## src/include/fpu_int_macros.svh

```systemverilog
`ifndef FPU_INT_MACROS_SVH
`define FPU_INT_MACROS_SVH

// Exponent field width of binary32
`define FPU_EXP_WIDTH 8

// Significand width, hidden bit included
`define FPU_SIG_WIDTH 24

// Integer register width, also the width of a raw operand
`define FPU_DATA_WIDTH 32

`endif

```

## src/hw/fpu_int_pkg.sv

```systemverilog
`default_nettype none

`include "fpu_int_macros.svh"

package fpu_int_pkg;

  // Operations that write back to the integer register file
  typedef enum logic [2:0] {
    eFEQ,
    eFLT,
    eFLE,
    eFCVT_W_S,
    eFCVT_WU_S,
    eFCLASS,
    eFMV_X_W
  } fpu_int_op_e;

  // RISC-V frm encodings
  typedef enum logic [2:0] {
    eRNE = 3'd0,
    eRTZ = 3'd1,
    eRDN = 3'd2,
    eRUP = 3'd3,
    eRMM = 3'd4
  } frm_e;

  // Same bit order as fflags in fcsr
  typedef struct packed {
    logic invalid;
    logic div_zero;
    logic overflow;
    logic underflow;
    logic inexact;
  } fflags_s;

  typedef struct packed {
    fpu_int_op_e                op;
    frm_e                       rm;
    logic [`FPU_DATA_WIDTH-1:0] rs1;
    logic [`FPU_DATA_WIDTH-1:0] rs2;
  } fpu_int_req_s;

  typedef struct packed {
    logic [`FPU_DATA_WIDTH-1:0] result;
    fflags_s                    fflags;
  } fpu_int_resp_s;

endpackage

`default_nettype wire

```

## src/hw/fpu_int_compare.sv

```systemverilog
`timescale 1ns/1ps
`default_nettype none

`include "fpu_int_macros.svh"

module fpu_int_compare
  import fpu_int_pkg::*;
  #(parameter exp_width_p = `FPU_EXP_WIDTH
    , parameter sig_width_p = `FPU_SIG_WIDTH
  )
  (
    input  logic [exp_width_p+sig_width_p-1:0] a_i
    , input  logic [exp_width_p+sig_width_p-1:0] b_i
    , input  logic                             signaling_i
    , output logic                             lt_o
    , output logic                             eq_o
    , output logic                             unordered_o
    , output fflags_s                          fflags_o
  );

  localparam int fp_width_lp = exp_width_p + sig_width_p;

  logic                         a_sign, b_sign;
  logic [exp_width_p-1:0]       a_exp, b_exp;
  logic [sig_width_p-2:0]       a_frac, b_frac;
  logic [fp_width_lp-2:0]       a_mag, b_mag;
  logic                         a_nan, b_nan;
  logic                         a_snan, b_snan;
  logic                         both_zero;
  logic                         lt_raw;

  assign a_sign = a_i[fp_width_lp-1];
  assign b_sign = b_i[fp_width_lp-1];
  assign a_exp  = a_i[fp_width_lp-2 -: exp_width_p];
  assign b_exp  = b_i[fp_width_lp-2 -: exp_width_p];
  assign a_frac = a_i[sig_width_p-2:0];
  assign b_frac = b_i[sig_width_p-2:0];

  // Exponent and fraction together order like an unsigned magnitude
  assign a_mag = a_i[fp_width_lp-2:0];
  assign b_mag = b_i[fp_width_lp-2:0];

  assign a_nan  = (&a_exp) & (|a_frac);
  assign b_nan  = (&b_exp) & (|b_frac);
  // Quiet bit is the top fraction bit
  assign a_snan = a_nan & ~a_frac[sig_width_p-2];
  assign b_snan = b_nan & ~b_frac[sig_width_p-2];

  assign unordered_o = a_nan | b_nan;

  // +0 and -0 are the same value
  assign both_zero = (a_mag == '0) && (b_mag == '0);

  always_comb begin
    if (both_zero) begin
      lt_raw = 1'b0;
    end else if (a_sign != b_sign) begin
      lt_raw = a_sign;
    end else if (a_sign) begin
      // Both negative, larger magnitude is smaller
      lt_raw = a_mag > b_mag;
    end else begin
      lt_raw = a_mag < b_mag;
    end
  end

  assign lt_o = ~unordered_o & lt_raw;
  assign eq_o = ~unordered_o & ((a_i == b_i) | both_zero);

  always_comb begin
    fflags_o           = '0;
    fflags_o.invalid   = signaling_i ? unordered_o : (a_snan | b_snan);
  end

endmodule

`default_nettype wire

```

## src/hw/fpu_int_f2i.sv

```systemverilog
`timescale 1ns/1ps
`default_nettype none

`include "fpu_int_macros.svh"

module fpu_int_f2i
  import fpu_int_pkg::*;
  #(parameter exp_width_p = `FPU_EXP_WIDTH
    , parameter sig_width_p = `FPU_SIG_WIDTH
    , parameter data_width_p = `FPU_DATA_WIDTH
  )
  (
    input  logic [exp_width_p+sig_width_p-1:0] a_i
    , input  frm_e                             rm_i
    , input  logic                             signed_i
    , output logic [data_width_p-1:0]          result_o
    , output fflags_s                          fflags_o
  );

  localparam int fp_width_lp    = exp_width_p + sig_width_p;
  localparam int bias_lp        = (1 << (exp_width_p-1)) - 1;
  // Fixed point with data_width_p integer bits and sig_width_p fraction bits
  localparam int fix_width_lp   = data_width_p + sig_width_p;
  localparam int shift_width_lp = $clog2(fix_width_lp + 1);

  localparam logic [data_width_p:0] pos_lim_lp = {2'b00, {(data_width_p-1){1'b1}}};
  localparam logic [data_width_p:0] neg_lim_lp = {2'b01, {(data_width_p-1){1'b0}}};

  logic                          sign;
  logic [exp_width_p-1:0]        exp_field;
  logic [exp_width_p-1:0]        exp_eff;
  logic [sig_width_p-2:0]        frac;
  logic [sig_width_p-1:0]        sig;
  logic                          is_nan, is_inf;
  logic signed [exp_width_p+1:0] exp_unb;
  logic [exp_width_p+1:0]        neg_exp;
  logic                          too_big;
  logic [shift_width_lp-1:0]     lsh, rsh;
  logic [fix_width_lp-1:0]       base;
  logic [2*fix_width_lp-1:0]     wide;
  logic [fix_width_lp-1:0]       fix;
  logic [data_width_p-1:0]       int_part;
  logic                          guard, sticky, inexact_raw;
  logic                          round_up;
  logic [data_width_p:0]         rounded;
  logic                          out_of_range, invalid;

  assign sign      = a_i[fp_width_lp-1];
  assign exp_field = a_i[fp_width_lp-2 -: exp_width_p];
  assign frac      = a_i[sig_width_p-2:0];

  assign is_nan = (&exp_field) & (|frac);
  assign is_inf = (&exp_field) & ~(|frac);

  // Subnormals use the minimum exponent with no hidden bit
  assign exp_eff = (exp_field == '0) ? exp_width_p'(1) : exp_field;
  assign sig     = {|exp_field, frac};
  assign exp_unb = $signed({2'b00, exp_eff}) - $signed((exp_width_p+2)'(bias_lp));
  assign neg_exp = -exp_unb;
  assign too_big = exp_unb >= $signed((exp_width_p+2)'(data_width_p));

  assign lsh = exp_unb[shift_width_lp-1:0];
  assign rsh = (neg_exp > fix_width_lp) ? shift_width_lp'(fix_width_lp)
                                        : neg_exp[shift_width_lp-1:0];

  // 1.fff with sig_width_p fraction bits
  assign base = {{(data_width_p-1){1'b0}}, sig, 1'b0};

  always_comb begin
    if (exp_unb < 0) begin
      wide = {base, {fix_width_lp{1'b0}}} >> rsh;
    end else if (too_big) begin
      wide = '0;
    end else begin
      wide = {base << lsh, {fix_width_lp{1'b0}}};
    end
  end

  assign fix         = wide[2*fix_width_lp-1:fix_width_lp];
  assign int_part    = fix[fix_width_lp-1:sig_width_p];
  assign guard       = fix[sig_width_p-1];
  assign sticky      = (|fix[sig_width_p-2:0]) | (|wide[fix_width_lp-1:0]);
  assign inexact_raw = guard | sticky;

  always_comb begin
    case (rm_i)
      eRTZ: round_up = 1'b0;
      eRDN: round_up = sign & inexact_raw;
      eRUP: round_up = ~sign & inexact_raw;
      eRMM: round_up = guard;
      // RNE, also for reserved encodings
      default: round_up = guard & (sticky | int_part[0]);
    endcase
  end

  assign rounded = {1'b0, int_part} + (data_width_p+1)'(round_up);

  always_comb begin
    if (signed_i) begin
      out_of_range = sign ? (rounded > neg_lim_lp) : (rounded > pos_lim_lp);
    end else begin
      // Any negative value that survives rounding is invalid
      out_of_range = sign ? (rounded != '0) : rounded[data_width_p];
    end
  end

  assign invalid = is_nan | is_inf | too_big | out_of_range;

  always_comb begin
    if (invalid) begin
      if (is_nan || !sign) begin
        result_o = signed_i ? pos_lim_lp[data_width_p-1:0] : {data_width_p{1'b1}};
      end else begin
        result_o = signed_i ? neg_lim_lp[data_width_p-1:0] : '0;
      end
    end else begin
      result_o = sign ? -rounded[data_width_p-1:0] : rounded[data_width_p-1:0];
    end
  end

  always_comb begin
    fflags_o         = '0;
    fflags_o.invalid = invalid;
    fflags_o.inexact = ~invalid & inexact_raw;
  end

endmodule

`default_nettype wire

```

## src/hw/fpu_int_fclass.sv

```systemverilog
`timescale 1ns/1ps
`default_nettype none

`include "fpu_int_macros.svh"

module fpu_int_fclass
  #(parameter exp_width_p = `FPU_EXP_WIDTH
    , parameter sig_width_p = `FPU_SIG_WIDTH
  )
  (
    input  logic [exp_width_p+sig_width_p-1:0] a_i
    , output logic [9:0]                       class_o
  );

  localparam int fp_width_lp = exp_width_p + sig_width_p;

  logic                   sign;
  logic [exp_width_p-1:0] exp_field;
  logic [sig_width_p-2:0] frac;
  logic                   exp_ones, exp_zero, frac_zero;
  logic                   is_inf, is_nan, is_zero, is_sub, is_norm;

  assign sign      = a_i[fp_width_lp-1];
  assign exp_field = a_i[fp_width_lp-2 -: exp_width_p];
  assign frac      = a_i[sig_width_p-2:0];

  assign exp_ones  = &exp_field;
  assign exp_zero  = ~(|exp_field);
  assign frac_zero = ~(|frac);

  assign is_inf  = exp_ones & frac_zero;
  assign is_nan  = exp_ones & ~frac_zero;
  assign is_zero = exp_zero & frac_zero;
  assign is_sub  = exp_zero & ~frac_zero;
  assign is_norm = ~exp_ones & ~exp_zero;

  // One-hot, negative classes in the low bits
  assign class_o[0] = sign & is_inf;
  assign class_o[1] = sign & is_norm;
  assign class_o[2] = sign & is_sub;
  assign class_o[3] = sign & is_zero;
  assign class_o[4] = ~sign & is_zero;
  assign class_o[5] = ~sign & is_sub;
  assign class_o[6] = ~sign & is_norm;
  assign class_o[7] = ~sign & is_inf;
  // NaN classes ignore the sign, quiet bit decides
  assign class_o[8] = is_nan & ~frac[sig_width_p-2];
  assign class_o[9] = is_nan & frac[sig_width_p-2];

endmodule

`default_nettype wire

```

## src/hw/fpu_int.sv

```systemverilog
`timescale 1ns/1ps
`default_nettype none

`include "fpu_int_macros.svh"

module fpu_int
  import fpu_int_pkg::*;
  #(parameter exp_width_p = `FPU_EXP_WIDTH
    , parameter sig_width_p = `FPU_SIG_WIDTH
    , parameter data_width_p = `FPU_DATA_WIDTH
  )
  (
    input  fpu_int_op_e                 op_i
    , input  frm_e                      rm_i
    , input  logic [data_width_p-1:0]   rs1_i
    , input  logic [data_width_p-1:0]   rs2_i
    , output logic [data_width_p-1:0]   result_o
    , output fflags_s                   fflags_o
  );

  logic is_feq, is_flt, is_fle;
  logic is_cmp, is_cvt;

  assign is_feq = op_i == eFEQ;
  assign is_flt = op_i == eFLT;
  assign is_fle = op_i == eFLE;
  assign is_cmp = is_feq | is_flt | is_fle;
  assign is_cvt = (op_i == eFCVT_W_S) | (op_i == eFCVT_WU_S);

  // FLT and FLE signal on any NaN, FEQ only on sNaN
  logic    cmp_lt, cmp_eq;
  logic    cmp_bit;
  fflags_s cmp_fflags;

  fpu_int_compare #(
    .exp_width_p(exp_width_p)
    ,.sig_width_p(sig_width_p)
  ) cmp0 (
    .a_i(rs1_i)
    ,.b_i(rs2_i)
    ,.signaling_i(is_flt | is_fle)
    ,.lt_o(cmp_lt)
    ,.eq_o(cmp_eq)
    ,.unordered_o()
    ,.fflags_o(cmp_fflags)
  );

  // lt and eq already read low on a NaN
  always_comb begin
    if (is_flt) begin
      cmp_bit = cmp_lt;
    end else if (is_fle) begin
      cmp_bit = cmp_lt | cmp_eq;
    end else begin
      cmp_bit = cmp_eq;
    end
  end

  logic [data_width_p-1:0] f2i_result;
  fflags_s                 f2i_fflags;

  fpu_int_f2i #(
    .exp_width_p(exp_width_p)
    ,.sig_width_p(sig_width_p)
    ,.data_width_p(data_width_p)
  ) f2i0 (
    .a_i(rs1_i)
    ,.rm_i(rm_i)
    ,.signed_i(op_i == eFCVT_W_S)
    ,.result_o(f2i_result)
    ,.fflags_o(f2i_fflags)
  );

  logic [9:0] fclass_mask;

  fpu_int_fclass #(
    .exp_width_p(exp_width_p)
    ,.sig_width_p(sig_width_p)
  ) fclass0 (
    .a_i(rs1_i)
    ,.class_o(fclass_mask)
  );

  always_comb begin
    fflags_o = '0;
    if (is_cmp) begin
      result_o = {{(data_width_p-1){1'b0}}, cmp_bit};
      fflags_o = cmp_fflags;
    end else if (is_cvt) begin
      result_o = f2i_result;
      fflags_o = f2i_fflags;
    end else if (op_i == eFCLASS) begin
      result_o = {{(data_width_p-10){1'b0}}, fclass_mask};
    end else begin
      // FMV.X.W, raw bits
      result_o = rs1_i;
    end
  end

endmodule

`default_nettype wire

```

## src/hw/fpu_int_stage.sv

```systemverilog
`timescale 1ns/1ps
`default_nettype none

`include "fpu_int_macros.svh"

module fpu_int_stage
  import fpu_int_pkg::*;
  (
    input  logic            clk_i
    , input  logic          rst_n_i
    , input  logic          v_i
    , input  fpu_int_req_s  req_i
    , output logic          v_o
    , output fpu_int_resp_s resp_o
  );

  fpu_int_resp_s resp_n;

  fpu_int #(
    .exp_width_p(`FPU_EXP_WIDTH)
    ,.sig_width_p(`FPU_SIG_WIDTH)
    ,.data_width_p(`FPU_DATA_WIDTH)
  ) fpu_int0 (
    .op_i(req_i.op)
    ,.rm_i(req_i.rm)
    ,.rs1_i(req_i.rs1)
    ,.rs2_i(req_i.rs2)
    ,.result_o(resp_n.result)
    ,.fflags_o(resp_n.fflags)
  );

  // Valid follows the request by one cycle
  always_ff @(posedge clk_i or negedge rst_n_i) begin
    if (!rst_n_i) begin
      v_o <= 1'b0;
    end else begin
      v_o <= v_i;
    end
  end

  // Holds the last response between requests
  always_ff @(posedge clk_i or negedge rst_n_i) begin
    if (!rst_n_i) begin
      resp_o <= '0;
    end else if (v_i) begin
      resp_o <= resp_n;
    end
  end

endmodule

`default_nettype wire

```

## config.mk

```make
export PLATFORM = sky130hd
export DESIGN_NAME = fpu_int_stage
export DESIGN_NICKNAME = d
export VERILOG_FILES = /design/src/hw/fpu_int_pkg.sv /design/src/hw/fpu_int_compare.sv /design/src/hw/fpu_int_f2i.sv /design/src/hw/fpu_int_fclass.sv /design/src/hw/fpu_int.sv /design/src/hw/fpu_int_stage.sv
export VERILOG_INCLUDE_DIRS = /design/src /design/src/include
export SDC_FILE = /design/constraint.sdc
export NUM_CORES = 1
export LEC_CHECK = 0
export BUFFER_PORTS_ARGS = -buffer_cell sky130_fd_sc_hd__buf_2
export CORE_ASPECT_RATIO = 1.5
export CORE_MARGIN = 2
export CORE_UTILIZATION = 40
export DETAILED_ROUTE_END_ITERATION = 8
export PLACE_DENSITY = 0.57
export SLEW_MARGIN = 25
export SYNTH_ARGS = -nofsm -noshare
export SYNTH_HDL_FRONTEND = slang
export SYNTH_SLANG_ARGS = --single-unit
```

## constraint.sdc

```tcl
create_clock -name clk_i -period 1.4 [get_ports clk_i]
set_input_delay 0.07 -clock clk_i [delete_from_list [all_inputs] [get_ports clk_i]]
set_output_delay 0.07 -clock clk_i [all_outputs]
set_load 0.05 [all_outputs]
```

Word-level counts from Yosys, hierarchy flattened
Cells that the tools add are included.
{ "classes": {"n_addsub": 4, "mul": 0, "div_mod_pow": 0, "magnitude_cmp": 7, "n_eq_ne": 11, "shifts": 2, "n_mux": 24, "bitwise_logic": 45, "reduce_logical": 15} }
{ "ops": {"columns": ["cell", "count"], "rows": [
  ["$mux W32", 8],
  ["$mux W112", 2],
  ["$shr A81 B6 Y112", 1],
  ["$reduce_or A23 Y1", 3],
  ["$logic_not A31 Y1", 2],
  ["$reduce_or A56 Y1", 1],
  ["$shl A25 B6 Y56", 1],
  ["$add A32 B1 Y33", 1],
  ["$gt A33 B31 Y1 const B", 1],
  ["$gt A33 B32 Y1 const B", 1],
  ["$reduce_bool A33 Y1", 1],
  ["$eq A32 B32 Y1", 1],
  ["$neg A32 Y32", 1],
  ["$gt A31 B31 Y1", 1],
  ["$lt A31 B31 Y1", 1],
  ["$and A1 B1 Y1", 23],
  ["$reduce_and A8 Y1", 2],
  ["$or A1 B1 Y1", 14],
  ["$eq A3 B2 Y1 const B", 4],
  ["$gt A10 B6 Y1 const B", 1],
  ["$mux W5", 2],
  ["$neg A9 Y10", 1],
  ["$eq A3 B3 Y1 const B", 3],
  ["$ge A9 B7 Y1 const B", 1],
  ["other kinds (15)", 31]
]} }
{ "totals": {"reg_bits": 38, "latch_bits": 0, "ramBits": 0, "rom_bits": 0, "word_cells": 115, "mem_count": 0} }

Longest topological paths before layout
{ "depth": {"ltp_word": 22, "ltp_mapped": 33, "depth_no_buf": 25} }

Modules after synthesis
A second synthesis with hierarchy kept.
{ "unflattened": {"cells_unflattened": 1407, "hier_area_um2": 10294.9} }
{ "by_module_without_submodules": {"columns": ["module", "instances", "cells_per_inst", "area_per_inst_um2", "seq_area_each_um2"], "rows": [
  ["fpu_int_f2i", 1, 1034, 6636.4, 0.0],
  ["fpu_int_stage", 1, 79, 1551.5, 950.9],
  ["fpu_int_compare", 1, 163, 1111.1, 0.0],
  ["fpu_int", 1, 102, 772.0, 0.0],
  ["fpu_int_fclass", 1, 29, 224.0, 0.0]
]} }

Worst setup path before layout
OpenSTA, ideal clock, no wires.
{ "synth_timing": {"path_kind": "input to register", "start": "input port req_i[56] in the netlist's numbering", "end": "register resp_o[15] in the netlist's numbering", "arrival_ns": 6.680, "required_time_ns": 1.320, "path_slack_ns": -5.360, "cell_stages": 30, "path_buffers": 7, "cell_sequence": "buf_4 -> buf_2 -> buf_2 -> clkbuf_1 -> clkbuf_1 -> nor3_1 -> o221a_2 -> o211ai_1 -> or4_1 -> a21oi_1 -> a41oi_1 -> nor3_1 -> a221oi_1 -> or3_1 -> o311ai_0 -> a21oi_1 -> ha_1 -> ha_1 -> inv_1 -> a2111oi_4 -> mux2i_1 -> a2111o_1 -> a21oi_2 -> nand4bb_1 -> buf_2 -> o31ai_1 -> a32oi_1 -> or2_1 -> buf_6 -> o211ai_2"} }
{ "synth_between": {"elab_chain_cells": 21} }
{ "synth_rtl": {"columns": ["item", "line", "text"], "rows": [
  ["start, declared", "fpu_int_stage.sv:12", ", input fpu_int_req_s req_i"],
  ["$logic_not A8 Y1", "fpu_int_f2i.sv:56", "assign exp_eff = (exp_field == '0) ? exp_width_p'(1) : exp_field;"],
  ["$mux W8", "fpu_int_f2i.sv:56", null],
  ["$sub A8 B7 Y9", "fpu_int_f2i.sv:58", "assign exp_unb = $signed({2'b00, exp_eff}) - $signed((exp_width_p+2)'(bias_lp));"],
  ["$neg A9 Y10", "fpu_int_f2i.sv:59", "assign neg_exp = -exp_unb;"],
  ["$gt A10 B6 Y1", "fpu_int_f2i.sv:63", "assign rsh = (neg_exp > fix_width_lp) ? shift_width_lp'(fix_width_lp)"],
  ["$mux W6", "fpu_int_f2i.sv:63", null],
  ["$shr A81 B6 Y112", "fpu_int_f2i.sv:71", "wide = {base, {fix_width_lp{1'b0}}} >> rsh;"],
  ["$mux W112", "fpu_int_f2i.sv:70", "if (exp_unb < 0) begin"],
  ["(+5 left out)", null, null],
  ["$add A32 B1 Y33", "fpu_int_f2i.sv:96", "assign rounded = {1'b0, int_part} + (data_width_p+1)'(round_up);"],
  ["$gt A33 B31 Y1, or another cell as far along", "fpu_int_f2i.sv:100", "out_of_range = sign ? (rounded > neg_lim_lp) : (rounded > pos_lim_lp);"],
  ["$mux W1, on equally long branches", "fpu_int_f2i.sv:100, fpu_int_f2i.sv:103", null],
  ["$mux W1", "fpu_int_f2i.sv:99", "if (signed_i) begin"],
  ["$or A1 B1 Y1", "fpu_int_f2i.sv:107", "assign invalid = is_nan | is_inf | too_big | out_of_range;"],
  ["$mux W32 (*)", "fpu_int_f2i.sv:110", "if (invalid) begin"],
  ["$mux W32 (*)", "fpu_int.sv:89", "end else if (is_cvt) begin"],
  ["$mux W32 (*)", "fpu_int.sv:86", "if (is_cmp) begin"],
  ["end signal, assigned", "fpu_int_stage.sv:46", "resp_o <= resp_n;"],
  ["end, declared", "fpu_int_stage.sv:14", ", output fpu_int_resp_s resp_o"]
]} }
Mark *: on every way between the ends. The rest lies on a longest branch, timed or not.
A chain may end at the register's enable or synchronous reset.

Final worst setup path
{ "layout_timing": {"start": "input port req_i[57] in the netlist's numbering", "end": "register resp_o[28] in the netlist's numbering"} }
Same word-level chain as after synthesis.

==> impl_metrics.env <==
export IMPL_drv_cap=0
export IMPL_fp_dieH_um=188
export IMPL_nets=1990
export IMPL_cp_max_fo=5
export IMPL_seqPwrFrac_pct=14.9
export IMPL_portBuffers=107
export IMPL_antenna_found_initial=8
export IMPL_rows=67
export IMPL_power_share_clock_pct=12.7
export IMPL_ys_flop_type="dfrtp_1"
export IMPL_internal_power_mw=4.42
export IMPL_fmax_ghz=0.173
export IMPL_path_clk_slew_ns=0.06
export IMPL_setup_tns_ns=-146.36
export IMPL_outcome="finished with violations"
export IMPL_tightest_slew_ns=0.989
export IMPL_grt_pass1_vias=13700
export IMPL_switching_share_pct=47.3
export IMPL_power_switching_mw=3.97
export IMPL_cp_end_kind="flip-flop"
export IMPL_fin_ws_ns=-4.38
export IMPL_postSynthCellCount=1269
export IMPL_firstDrtPassIters=6
export IMPL_die_w_um=127
export IMPL_start_util_pct=40.5
export IMPL_ys_ff_latch=35
export IMPL_viasPerCell=6.31
export IMPL_cp_arrival_ns=5.97
export IMPL_vdd_ir_drop_max_mv=0.474
export IMPL_drive_gt1_share_pct=46.6
export IMPL_setup_violations=34
export IMPL_slew_headroom_pct=33.5
export IMPL_wire_per_inst_um=24.2
export IMPL_whs_ns=0.114
export IMPL_core_area_um2=22300
export IMPL_yosysWarningCount=0
export IMPL_cts_root_buf="clkbuf_16"
export IMPL_drc=0
export IMPL_ios=111
export IMPL_grt_util_all_layers_pct=42.5
export IMPL_path_class="in2reg"
export IMPL_power_leakage_nw=6.98
export IMPL_skew_ns=0
export IMPL_final_max_slew_violation_count=0
export IMPL_synth_edf_count=0
export IMPL_crit_required_ns=1.59
export IMPL_synth_avg_cell_area_um2=7.12
export IMPL_synth_cell_types=111
export IMPL_violations="negative setup slack"
export IMPL_period_minus_slack_ns=5.78
export IMPL_cts_max_level=2
export IMPL_async_reset_ff_share_pct=100
export IMPL_cts_buffer_depth=2
export IMPL_comb_power_share_pct=72.4
export IMPL_syn_area_um2=9040
export IMPL_drt_first_iter_violations=1306
export IMPL_ys_seq_area_share_pct=9.69
export IMPL_rsz0062_at_grt="true"
export IMPL_routed_wl_mm=52.4
export IMPL_grt_max_degree=39
export IMPL_cpMaxStageDelayCell="or4_4"
export IMPL_clkLatencyLatePin_ns=0.28
export IMPL_finalHoldViolCount=0
export IMPL_postLayoutCoreUtil_pct=67.4
export IMPL_cts_sinks=35
export IMPL_hpwl_mm=42.9
export IMPL_pre_cts_ws_ns=-5.12
export IMPL_syn_to_final_growth_pct=66.2
export IMPL_gp_congestion=1.05
export IMPL_grt_pass1_wl_mm=77.7
export IMPL_antenna_left=0
export IMPL_min_path_type="in2reg"
export IMPL_dpl_instance_area_um2=13900
export IMPL_cts_buffers=5
export IMPL_start_kind="input pin"
export IMPL_p_per_area_nw_per_um2=558
export IMPL_vias=13700
export IMPL_die_area_um2=23800
export IMPL_overflow=0
export IMPL_cts_tree="built"
export IMPL_fin_area_um2=15000
export IMPL_period_share_pct=413
export IMPL_crit_path_max_incr_delay_ns=0.57
[cells by family after synthesis]
logic type | synth area share [%]
and+or+nand+nor | 29.2
AOI/OAI and AO/OA | 36.8
buffers and inverters | 7.45
xor gates and xnor gates | 5.38
muxes | 6.57
adders and majority gates | 4.84
DFF | 9.69
other | 0.0415
[power groups by stage]
stage	Clock, mW	Sequential (mW)	Combinational [mW]
after floorplan	0	1.71	2.49
after global placement	0	1.26	5.49
after detailed placement	0	1.26	5.53
after CTS	1.07	1.24	5.83
after global routing	1.13	1.26	6.37
final	1.07	1.25	6.07
[synth_stat cells (10+ instances only)]
cell type / number / area (µm²)
o21ai_0: 69 / 345
ha_1: 35 / 438
nand2_1: 121 / 454
clkbuf_1: 64 / 240
nand4_1: 33 / 206
buf_2: 19 / 95.1
o221ai_1: 12 / 105
a22oi_1: 32 / 240
xor2_1: 16 / 140
nand3_1: 36 / 180
a21o_1: 19 / 143
nor2_1: 101 / 379
nor2b_1: 15 / 93.8
a21oi_1: 73 / 365
and2_1: 21 / 131
dfrtp_1: 35 / 876
o211ai_1: 13 / 97.6
o211ai_2: 10 / 125
o31ai_1: 10 / 75.1
a211oi_1: 15 / 113
mux4_2: 10 / 225
nand2b_1: 26 / 163
nor4_1: 23 / 144
xnor2_1: 34 / 298
mux2i_1: 31 / 310
inv_1: 52 / 195
a31oi_1: 12 / 75.1
or3_1: 15 / 93.8
nor3_1: 41 / 205
o22ai_1: 25 / 156
[cell usage in the layout, fill, tap and decap left out, types with 11 or more instances in the layout]
master / instances
a21o_1: 19
a22oi_1: 29
inv_1: 50
dfrtp_1: 35
nor4_1: 18
nand4_1: 33
o21ai_1: 13
buf_12: 11
buf_2: 100
o22ai_1: 25
and2_1: 21
nor3_1: 36
nor2_1: 98
nand2b_1: 26
xor2_1: 16
nand2_1: 118
mux2i_1: 23
a21oi_1: 68
buf_4: 570
o21ai_0: 60
o211ai_1: 13
ha_1: 33
a31oi_1: 12
buf_6: 19
nand3_1: 31
nor2b_1: 14
xnor2_1: 33
a211oi_1: 12
[worst paths after layout]
check                      cells after the start       start  slack [ns]    endpoint
setup reg to reg                               3  resp_o[19]        0.20  resp_o[19]
hold reg to reg                                2  resp_o[14]        0.50  resp_o[14]
min in group asynchronous                      2     rst_n_i        0.28   resp_o[4]
setup / recovery                              31   req_i[57]       -4.38  resp_o[28]
hold / removal                                 2         v_i        0.11         v_o
max in group asynchronous                      3     rst_n_i        0.66  resp_o[32]
[stage by stage]
| step | power, mW | std cells |
|---|---|---|
| final | 8.39 | 2167 |
| after global routing | 8.75 | 2167 |
| after CTS | 8.14 | 2146 |
| after detailed placement | 6.79 | 2102 |
| after global placement | 6.74 | 2102 |
| after floorplan | 4.19 | 1271 |
[state kept, by name, indices dropped and copies added (netlist names)]
signal and flops:
resp_o 34, v_o 1
[critical path: cells and delay by family]
kind | cells | cell delay (ns)
AOI/OAI and AO/OA | 13 | 2.19
adders and majority gates | 2 | 0.37
buffers and inverters | 7 | 0.98
muxes | 1 | 0.16
and+or+nand+nor | 8 | 2.18
[final cells by class]
type | count | area [µm²]
antenna | 8 | 20.0
clock buffer | 5 | 125
clock inverter | 3 | 15.0
fill | 2017 | 7270
inverter | 54 | 205
multi-input combinational | 1081 | 8170
sequential | 35 | 876
tap | 276 | 345
timing repair buffer | 705 | 5280
[what timing repair did]
action,4_1_cts,5_1_grt
resized for setup,82,40
hold buffers,1,0
buffers inserted,35,15
endpoints found under the hold margin,17,0
setup endpoints to repair,34,34
pin swaps,36,27
[layer usage]
layer  part of all wire (%)  wire length [µm]  vias to the layer above  global-route usage, %
met1                     33             17400                     6436                   42.2
met4                     12              6450                        0                   42.0
met3                    6.4              3350                      337                   6.16
met5                      0                 0                        -                      0
met2                     48             25200                      768                   73.9
li1                       -                 -                     6126                      -
No activity file was read; power rests on OpenSTA's default activity.
